===== src/source/riscv_pkg.sv =====
package riscv_pkg;

    localparam int IMEM_WORDS = 256;
    localparam int DMEM_WORDS = 256;

    typedef logic [31:0] word_t;
    typedef logic [4:0] reg_addr_t;
    typedef logic [7:0] byte_t;
    typedef logic [$clog2(IMEM_WORDS)-1:0] imem_addr_t;

    localparam word_t UART_TX_ADDR = 32'h0002_0020;
    localparam word_t RESET_PC = 32'h0000_0000;
    localparam word_t NOP_INST = 32'h0000_0013; // addi x0, x0, 0

    localparam logic [6:0] OPC_LUI = 7'b0110111;
    localparam logic [6:0] OPC_AUIPC = 7'b0010111;
    localparam logic [6:0] OPC_JAL = 7'b1101111;
    localparam logic [6:0] OPC_JALR = 7'b1100111;
    localparam logic [6:0] OPC_BRANCH = 7'b1100011;
    localparam logic [6:0] OPC_LOAD = 7'b0000011;
    localparam logic [6:0] OPC_STORE = 7'b0100011;
    localparam logic [6:0] OPC_OPIMM = 7'b0010011;
    localparam logic [6:0] OPC_OP = 7'b0110011;

    // one value per supported instruction
    typedef enum logic [5:0] {
        OP_NOP,
        OP_LUI, OP_AUIPC,
        OP_JAL, OP_JALR,
        OP_BEQ, OP_BNE, OP_BLT, OP_BGE, OP_BLTU, OP_BGEU,
        OP_LB, OP_LH, OP_LW, OP_LBU, OP_LHU,
        OP_SB, OP_SH, OP_SW,
        OP_ADDI, OP_SLTI, OP_SLTIU, OP_XORI, OP_ORI, OP_ANDI,
        OP_SLLI, OP_SRLI, OP_SRAI,
        OP_ADD, OP_SUB, OP_SLL, OP_SLT, OP_SLTU,
        OP_XOR, OP_SRL, OP_SRA, OP_OR, OP_AND
    } op_t;

endpackage

===== src/source/decode_stage.sv =====
`timescale 1ns/1ns

module decode_stage (
    input  logic                 clk,
    input  logic                 reset,
    input  riscv_pkg::word_t     i_inst,
    input  riscv_pkg::word_t     i_pc,
    input  logic                 i_jump,
    input  logic                 i_stall,
    input  logic                 i_wr_en,
    input  riscv_pkg::reg_addr_t i_wr_addr,
    input  riscv_pkg::word_t     i_wr_data,
    output riscv_pkg::op_t       o_op,
    output riscv_pkg::word_t     o_a,
    output riscv_pkg::word_t     o_b,
    output riscv_pkg::word_t     o_imm,
    output riscv_pkg::word_t     o_pc,
    output riscv_pkg::reg_addr_t o_rd
);

    logic [6:0]           opcode;
    logic [2:0]           funct3;
    logic [6:0]           funct7;
    riscv_pkg::reg_addr_t rs1;
    riscv_pkg::reg_addr_t rs2;
    riscv_pkg::word_t     rs1_data;
    riscv_pkg::word_t     rs2_data;
    riscv_pkg::word_t     fwd_a;
    riscv_pkg::word_t     fwd_b;
    riscv_pkg::word_t     imm;
    riscv_pkg::op_t       op;

    assign opcode = i_inst[6:0];
    assign funct3 = i_inst[14:12];
    assign funct7 = i_inst[31:25];
    assign rs1 = i_inst[19:15];
    assign rs2 = i_inst[24:20];

    register_file u_regs (
        .clk        (clk),
        .i_rs1      (rs1),
        .i_rs2      (rs2),
        .i_wr_en    (i_wr_en),
        .i_wr_addr  (i_wr_addr),
        .i_wr_data  (i_wr_data),
        .o_rs1_data (rs1_data),
        .o_rs2_data (rs2_data)
    );

    // execute result overrides a stale read
    assign fwd_a = (i_wr_en && i_wr_addr == rs1) ? i_wr_data : rs1_data;
    assign fwd_b = (i_wr_en && i_wr_addr == rs2) ? i_wr_data : rs2_data;

    always_comb begin
        case (opcode)
            riscv_pkg::OPC_OPIMM, riscv_pkg::OPC_LOAD, riscv_pkg::OPC_JALR:
                imm = {{20{i_inst[31]}}, i_inst[31:20]}; // shamt in imm[4:0]
            riscv_pkg::OPC_STORE:
                imm = {{20{i_inst[31]}}, i_inst[31:25], i_inst[11:7]};
            riscv_pkg::OPC_BRANCH:
                imm = {{20{i_inst[31]}}, i_inst[7], i_inst[30:25], i_inst[11:8], 1'b0};
            riscv_pkg::OPC_LUI, riscv_pkg::OPC_AUIPC:
                imm = {i_inst[31:12], 12'h000};
            riscv_pkg::OPC_JAL:
                imm = {{12{i_inst[31]}}, i_inst[19:12], i_inst[20], i_inst[30:21], 1'b0};
            default:
                imm = '0;
        endcase
    end

    always_comb begin
        op = riscv_pkg::OP_NOP; // unknown words fall through as nop
        case (opcode)
            riscv_pkg::OPC_LUI: op = riscv_pkg::OP_LUI;
            riscv_pkg::OPC_AUIPC: op = riscv_pkg::OP_AUIPC;
            riscv_pkg::OPC_JAL: op = riscv_pkg::OP_JAL;
            riscv_pkg::OPC_JALR: if (funct3 == 3'b000) op = riscv_pkg::OP_JALR;
            riscv_pkg::OPC_BRANCH: begin
                case (funct3)
                    3'b000: op = riscv_pkg::OP_BEQ;
                    3'b001: op = riscv_pkg::OP_BNE;
                    3'b100: op = riscv_pkg::OP_BLT;
                    3'b101: op = riscv_pkg::OP_BGE;
                    3'b110: op = riscv_pkg::OP_BLTU;
                    3'b111: op = riscv_pkg::OP_BGEU;
                    default: ;
                endcase
            end
            riscv_pkg::OPC_LOAD: begin
                case (funct3)
                    3'b000: op = riscv_pkg::OP_LB;
                    3'b001: op = riscv_pkg::OP_LH;
                    3'b010: op = riscv_pkg::OP_LW;
                    3'b100: op = riscv_pkg::OP_LBU;
                    3'b101: op = riscv_pkg::OP_LHU;
                    default: ;
                endcase
            end
            riscv_pkg::OPC_STORE: begin
                case (funct3)
                    3'b000: op = riscv_pkg::OP_SB;
                    3'b001: op = riscv_pkg::OP_SH;
                    3'b010: op = riscv_pkg::OP_SW;
                    default: ;
                endcase
            end
            riscv_pkg::OPC_OPIMM: begin
                case (funct3)
                    3'b000: op = riscv_pkg::OP_ADDI;
                    3'b010: op = riscv_pkg::OP_SLTI;
                    3'b011: op = riscv_pkg::OP_SLTIU;
                    3'b100: op = riscv_pkg::OP_XORI;
                    3'b110: op = riscv_pkg::OP_ORI;
                    3'b111: op = riscv_pkg::OP_ANDI;
                    3'b001: if (funct7 == 7'b0000000) op = riscv_pkg::OP_SLLI;
                    default: begin
                        if (funct7 == 7'b0000000) op = riscv_pkg::OP_SRLI;
                        else if (funct7 == 7'b0100000) op = riscv_pkg::OP_SRAI;
                    end
                endcase
            end
            riscv_pkg::OPC_OP: begin
                if (funct7 == 7'b0000000) begin
                    case (funct3)
                        3'b000: op = riscv_pkg::OP_ADD;
                        3'b001: op = riscv_pkg::OP_SLL;
                        3'b010: op = riscv_pkg::OP_SLT;
                        3'b011: op = riscv_pkg::OP_SLTU;
                        3'b100: op = riscv_pkg::OP_XOR;
                        3'b101: op = riscv_pkg::OP_SRL;
                        3'b110: op = riscv_pkg::OP_OR;
                        default: op = riscv_pkg::OP_AND;
                    endcase
                end else if (funct7 == 7'b0100000) begin
                    if (funct3 == 3'b000) op = riscv_pkg::OP_SUB;
                    else if (funct3 == 3'b101) op = riscv_pkg::OP_SRA;
                end
            end
            default: ;
        endcase
    end

    // decode/execute register
    always_ff @(posedge clk) begin
        if (reset || i_jump) begin
            o_op <= riscv_pkg::OP_NOP;
        end else if (!i_stall) begin
            o_op <= op;
        end
    end

    always_ff @(posedge clk) begin
        if (!i_stall) begin
            o_a <= fwd_a;
            o_b <= fwd_b;
            o_imm <= imm;
            o_pc <= i_pc;
            o_rd <= i_inst[11:7];
        end
    end

endmodule


===== src/source/register_file.sv =====
`timescale 1ns/1ns

module register_file (
    input  logic                 clk,
    input  riscv_pkg::reg_addr_t i_rs1,
    input  riscv_pkg::reg_addr_t i_rs2,
    input  logic                 i_wr_en,
    input  riscv_pkg::reg_addr_t i_wr_addr,
    input  riscv_pkg::word_t     i_wr_data,
    output riscv_pkg::word_t     o_rs1_data,
    output riscv_pkg::word_t     o_rs2_data
);

    riscv_pkg::word_t regs [1:31]; // x0 has no storage

    always_ff @(posedge clk) begin
        if (i_wr_en) begin
            regs[i_wr_addr] <= i_wr_data;
        end
    end

    assign o_rs1_data = (i_rs1 == '0) ? '0 : regs[i_rs1];
    assign o_rs2_data = (i_rs2 == '0) ? '0 : regs[i_rs2];

    // execute filters rd == 0 before the write reaches here
    a_no_x0_write: assert property (@(posedge clk) i_wr_en |-> i_wr_addr != '0);

endmodule


===== config.mk =====
export PLATFORM = sky130hd
export DESIGN_NAME = decode_stage
export DESIGN_NICKNAME = d
export VERILOG_FILES = /design/src/source/riscv_pkg.sv /design/src/source/decode_stage.sv /design/src/source/register_file.sv
export SDC_FILE = /design/constraint.sdc
export NUM_CORES = 2
export LEC_CHECK = 0
export ABC_AREA = 0
export BUFFER_PORTS_ARGS = -buffer_cell sky130_fd_sc_hd__buf_4
export CAP_MARGIN = 10
export CORE_UTILIZATION = 27
export CTS_BUF_LIST = sky130_fd_sc_hd__clkbuf_8
export DETAILED_ROUTE_END_ITERATION = 8
export PLACE_DENSITY = 0.47
export SLEW_MARGIN = 20
export SYNTH_ARGS = -nofsm -noshare
export SYNTH_HDL_FRONTEND = slang
export SYNTH_SLANG_ARGS = --single-unit

===== constraint.sdc =====
create_clock -name clk -period 5.7 [get_ports clk]
set_input_delay 1.14 -clock clk [delete_from_list [all_inputs] [get_ports clk]]
set_output_delay 1.14 -clock clk [all_outputs]
set_load 0.03 [all_outputs]

## Yosys cells after proc, flatten, opt, wreduce, memory -nomap -nowiden

Memory sizes are Yosys's and may differ from the RTL's.
Index checks and enable logic that the tools add are counted.

- Add/sub/neg operators: 0
- Multiply operators: 0
- Div/mod/pow operators: 0
- $lt $le $gt $ge: 0
- Eq/ne operators: 19
- Shifts and indexed selects: 0
- Multiplexer cells: 21
- Bitwise operators: 0
- Reductions and logical operators: 9

Operators with widths:

| cell | count |
|---|---|
| case mux 32 bit (5 select lines) | 1 |
| two-way mux 32 bit | 4 |
| case mux 6 bit (9 select lines) | 1 |
| case mux 6 bit (7 select lines) | 1 |
| case mux 5 bit (7 select lines) | 1 |
| equality test 7 x 6 -> 1 bit (second input constant) | 4 |
| two-way mux 6 bit | 4 |
| case mux 4 bit (6 select lines) | 1 |
| equality test 7 bit (second input constant) | 3 |
| case mux 4 bit (5 select lines) | 1 |
| two-way mux 5 bit | 3 |
| case mux 5 bit (3 select lines) | 1 |
| equality test 7 x 5 -> 1 bit (second input constant) | 2 |
| equality test 3 bit (second input constant) | 4 |
| equality test 5 bit | 2 |
| zero test 5 bit | 2 |
| equality test 7 x 2 -> 1 bit (second input constant) | 1 |
| zero test 7 bit | 1 |
| equality test 3 x 2 -> 1 bit (second input constant) | 2 |
| equality test 3 x 1 -> 1 bit (second input constant) | 1 |
| zero test 3 bit | 1 |
| two-way mux 3 bit | 1 |
| OR reduction 3 bit | 1 |
| logical AND 1 bit | 2 |
| other kinds (3) | 4 |

- Flip-flop bits (word level): 139
- Latch bits: 0
- Memory bits (writable): 992
- ROM bits: 0
- Logic and storage cells: 56
- Memories kept: 1

Memories:

| name | words | width | rd ports | clocked after Yosys merged registers in | write ports | line | text |
|---|---|---|---|---|---|---|---|
| u_regs.regs | 31 | 32 | 2 | 0 | 1 | register_file.sv:14 | `riscv_pkg::word_t regs [1:31];` |

## Logic depth before layout (Yosys ltp)

- Word-level depth: 6
- Gate-level depth with buffers: 9

## Modules after synthesis

Synthesis repeated with hierarchy kept, for this count alone.

- Cells, all modules: 3005
- Area, all modules: 52694.3 µm²

By module, submodules not included:

| module | instances | cells each | area each (µm²) | sequential area each (µm²) |
|---|---|---|---|---|
| register_file | 1 | 2601 | 46498.3 | 29788.6 |
| decode_stage | 1 | 404 | 6195.9 | 4113.9 |

## Worst setup path before layout

Ideal clock, no wire load.

- Path type: input-to-reg
- Start: input port i_stall
- End: register o_a[0], enable pin
- Library setup time: 0.485 ns
- Data arrival time: 3.909 ns
- Data required time: 5.215 ns
- Path slack: 1.305 ns
- Stages on the path: 2
- Path buffers: 1
- Cell sequence: clkbuf_1 inv_1

RTL lines:

| what | line | text |
|---|---|---|
| start: declaration | decode_stage.sv:9 | `input logic i_stall,` |
| end signal: assignment | decode_stage.sv:154 | `o_a <= fwd_a;` |
| end: declaration | decode_stage.sv:14 | `output riscv_pkg::word_t o_a,` |

No word-level cell between the ends.

## Worst setup path after layout

- Start: input port i_inst[16]
- End: register o_a[0], data pin

- Cells in the longest elaborated chain, start to end: 3
- Elaborated cells between the ends (all ways): 6
- Classes of those cells: 1 x eq/ne; 2 x mux; 2 x reduce/logical; 1 x memory

Ends and longest elaborated chain:

| what | line | text |
|---|---|---|
| start: declaration | decode_stage.sv:6 | `input riscv_pkg::word_t i_inst,` |
| memory (31 x 32 bit), or another cell as far along | n/a |  |
| two-way mux 32 bit / logical AND 1 bit (equally long branches) | register_file.sv:22, decode_stage.sv:51 |  |
| two-way mux 32 bit (*) | decode_stage.sv:51 | `assign fwd_a = (i_wr_en && i_wr_addr == rs1) ? i_wr_data : rs1_data;` |
| via fwd_a[0] | decode_stage.sv:28 | `riscv_pkg::word_t fwd_a;` |

The timed path passes the listed nets; every way through them passes the cells marked *.
A chain may end at the register's enable or synchronous reset.

==> impl_metrics.ini <==
[synthesis]
synth_edf_count = 1125
avgSynthCellArea_um2 = 16.75
ys_dominant_reg_cell = edfxtp_1
syn_nets = 3214
synth_cell_types = 59
seq_area_frac_synth_pct = 65.11
syn_area_um2 = 52070
synthArstFlopShare_pct = 0
synth_seq_cells = 1131
synth_cells = 3108
ys_warn_count = 0

[global_route]
use_met1_pct = 25.42
grt_use_total_pct = 19.33
use_met3_pct = 3.026
grt_pass1_vias = 33260
top_usage_layer = met2
grt_max_degree = 107
use_met2_pct = 32.37
antenna_found_initial = 8
grt.overflow.total = 0
grt_pass1_wl_mm = 264.9

[worst_hold_path]
min_path_type = primary input to flip-flop

[cells_and_area]
multi_input_area_um2 = 17100
utilization_pct = 31.86
nNetsFinal = 3499
drive_above_1_share_pct = 29.22
seqCellArea_um2 = 33900
area_delta_synth_final_pct = 16.75
final_cells = 6060
fillerInstances = 18630

[drt]
routed_wl_mm = 191.3
wl_per_cell_um = 31.57
ant_nets = 0
drc = 0
detail_route.first_pass.iterations = 5
drtIter0Drc = 3196
routed_via_density = 5.414
vias = 32810

[sta]
max_freq_mhz = 304.9
fin_skew_ns = 0.04606
postLayoutSetupSlackWorst_ns = 2.420
hold_viol = 0
grt_setup_unrepaired = false
fin_crit_sh_pct = 57.54
drv_slew = 0
fin_setup_tns_ns = 0
min_period_ns = 3.280
holdWs_ns = 0.3871
worstMarginPinSlew_ns = 1.106
setup_violations = 0
relSlewSlack_pct = 26.12

[placement]
dp_cells = 5713
post-dp-hpwl_mm = 112.9
io_buffers = 244
pre_cts_slack_ns = 1.498
place_congestion = 0.7978

[clocking]
cts.sinks = 1131
cts-root-buf = clkbuf_8
cts_buffer_depth = 3
post_cts_buffers = 0
cts_tree = done
clk_latency_ns = 0.96
cts_buffers = 189
h-tree-depth = 4
cts_resized = 0
postCtsHoldBufs = 0
clkTransAtPathRegs_ns = 0.06

[die]
die_w_um = 441.2
chipHeight_um = 441.2
std_cell_rows = 160
io_pins = 245
initial_core_util_pct = 27.29
die-area_um2 = 194600
coreArea_um2 = 190800

[outcome]
status = completed

[worst_setup_path]
crit_top_cell = buf_4
end_kind = flip-flop
path_cells = clkbuf_8 > buf_4 > or2_2 > buf_4 > o22ai_1 > o31ai_1 > a32o_1
critPathMaxFanout = 44
path_class = primary input to flip-flop
cp.required_ns = 6.51
cpPeakStageDelay_ns = 0.58
cp_slowest_cell = buf_4
cp_data_arrival_time_ns = 4.09
crit_path_start_kind = primary input

[pwr]
vdd_drop_max_uv = 174.1
p_per_area_nw_per_um2 = 301.3
power_leakage_nw = 19.97

[run]
maxCapViolations = 0
## cells in the final DEF, fill, tap and decap left out, drive strengths merged, types with 8 or more instances in the layout
cell type  netlist  routed
o211ai          32      32
a2bb2oi         35      35
nand3b          12      12
xor2             9       9
a211oi          63      63
and2            13      13
a22oi           65      65
clkbuf         100     193
bufinv           0       9
clkinvlp         0       8
a21oi          109     109
nand2          177     177
o221ai          34      34
nor2            82      82
nor2b           41      41
nand4           35      35
mux4           291     291
a32o            66      66
inv              2      61
mux2            95      95
mux2i          253     253
a21o            21      21
o22ai           66      66
buf            162     355
o31ai           37      37
diode            0      10
o21ai           38      38
nand3           74      74
clkinv           0      69
edfxtp        1125    1125
## per-layer routing
layer	part of all wire [%]	up-vias
li1	-	13550
met1	42	17540
met2	49	1421
met3	6.2	299
met4	3.0	0
met5	0	-
## worst paths after layout
check / cells past startpoint / endpoint / slack [ns] / from
hold reg to reg: 1 / o_op[0] / 0.49 / o_op[0]
setup / recovery: 7 / o_a[0] / 2.42 / i_inst[16]
setup reg to reg: 5 / o_b[10] / 3.68 / u_regs.regs[8][10]
hold / removal: 1 / o_pc[9] / 0.39 / i_pc[9]
## metrics by stage
step,power (W),instance area (µm²)
floorplan,0.01066,52070
global placement,0.01148,57190
detailed placement,0.01148,57240
CTS,0.01849,60770
global route,0.01891,60780
finish,0.01832,60790
## Yosys cell counts (37+ instances only)
cell type	number	share of area, %
o21ai_0	38	0.37
a21oi_1	109	1.0
a211oi_1	63	0.91
clkbuf_1	99	0.71
mux2i_1	253	4.9
mux2_2	95	2.1
nand2_1	177	1.3
o22ai_1	66	0.79
nor2_1	82	0.59
buf_2	97	0.93
nor2b_1	41	0.49
o31ai_1	37	0.53
edfxtp_1	1125	65
nand3_1	74	0.71
a22oi_1	65	0.94
mux4_2	291	13
a32o_1	66	1.3
## worst max-delay path, delay by kind of cell
kind / cells / cell delay (ns)
AOI/OAI and AO/OA: 3 / 0.84
buffers and inverters: 3 / 1.47
and+or+nand+nor: 1 / 0.53
## layout make-up
cell class | count | area share, %
diodes | 10 | 0.04116
flip-flops and latches | 1131 | 55.77
well taps | 2511 | 5.168
multi-input cells | 1713 | 28.13
repair buffers | 356 | 5.073
clock buffers | 192 | 4.347
inverters | 2 | 0.02058
clock inverters | 145 | 1.447
## state kept, by name (all words and copies together), names as in the netlist
name	cells
o_op	6
o_a	32
o_rd	5
o_imm	32
u_regs.regs	992
o_b	32
o_pc	32
## logic make-up after synthesis
logic type | count (synthesis) | synth area share [%]
AOI/OAI and AO/OA | 587 | 8.117
xor gates and xnor gates | 12 | 0.2019
buffers and inverters | 264 | 2.672
DFF | 1131 | 65.11
muxes | 639 | 19.50
and+or+nand+nor | 475 | 4.397
## where the power goes
part | leakage (nW) | internal, W | total, W | switching [W]
Combinational | 7.70 | 0.000675 | 0.00185 | 0.00118
Sequential | 10.3 | 0.00934 | 0.00944 | 0.0000994
Clock | 1.99 | 0.00353 | 0.00702 | 0.00349
Total | 20.0 | 0.0136 | 0.0183 | 0.00477
(Power assumes the default switching activity.)
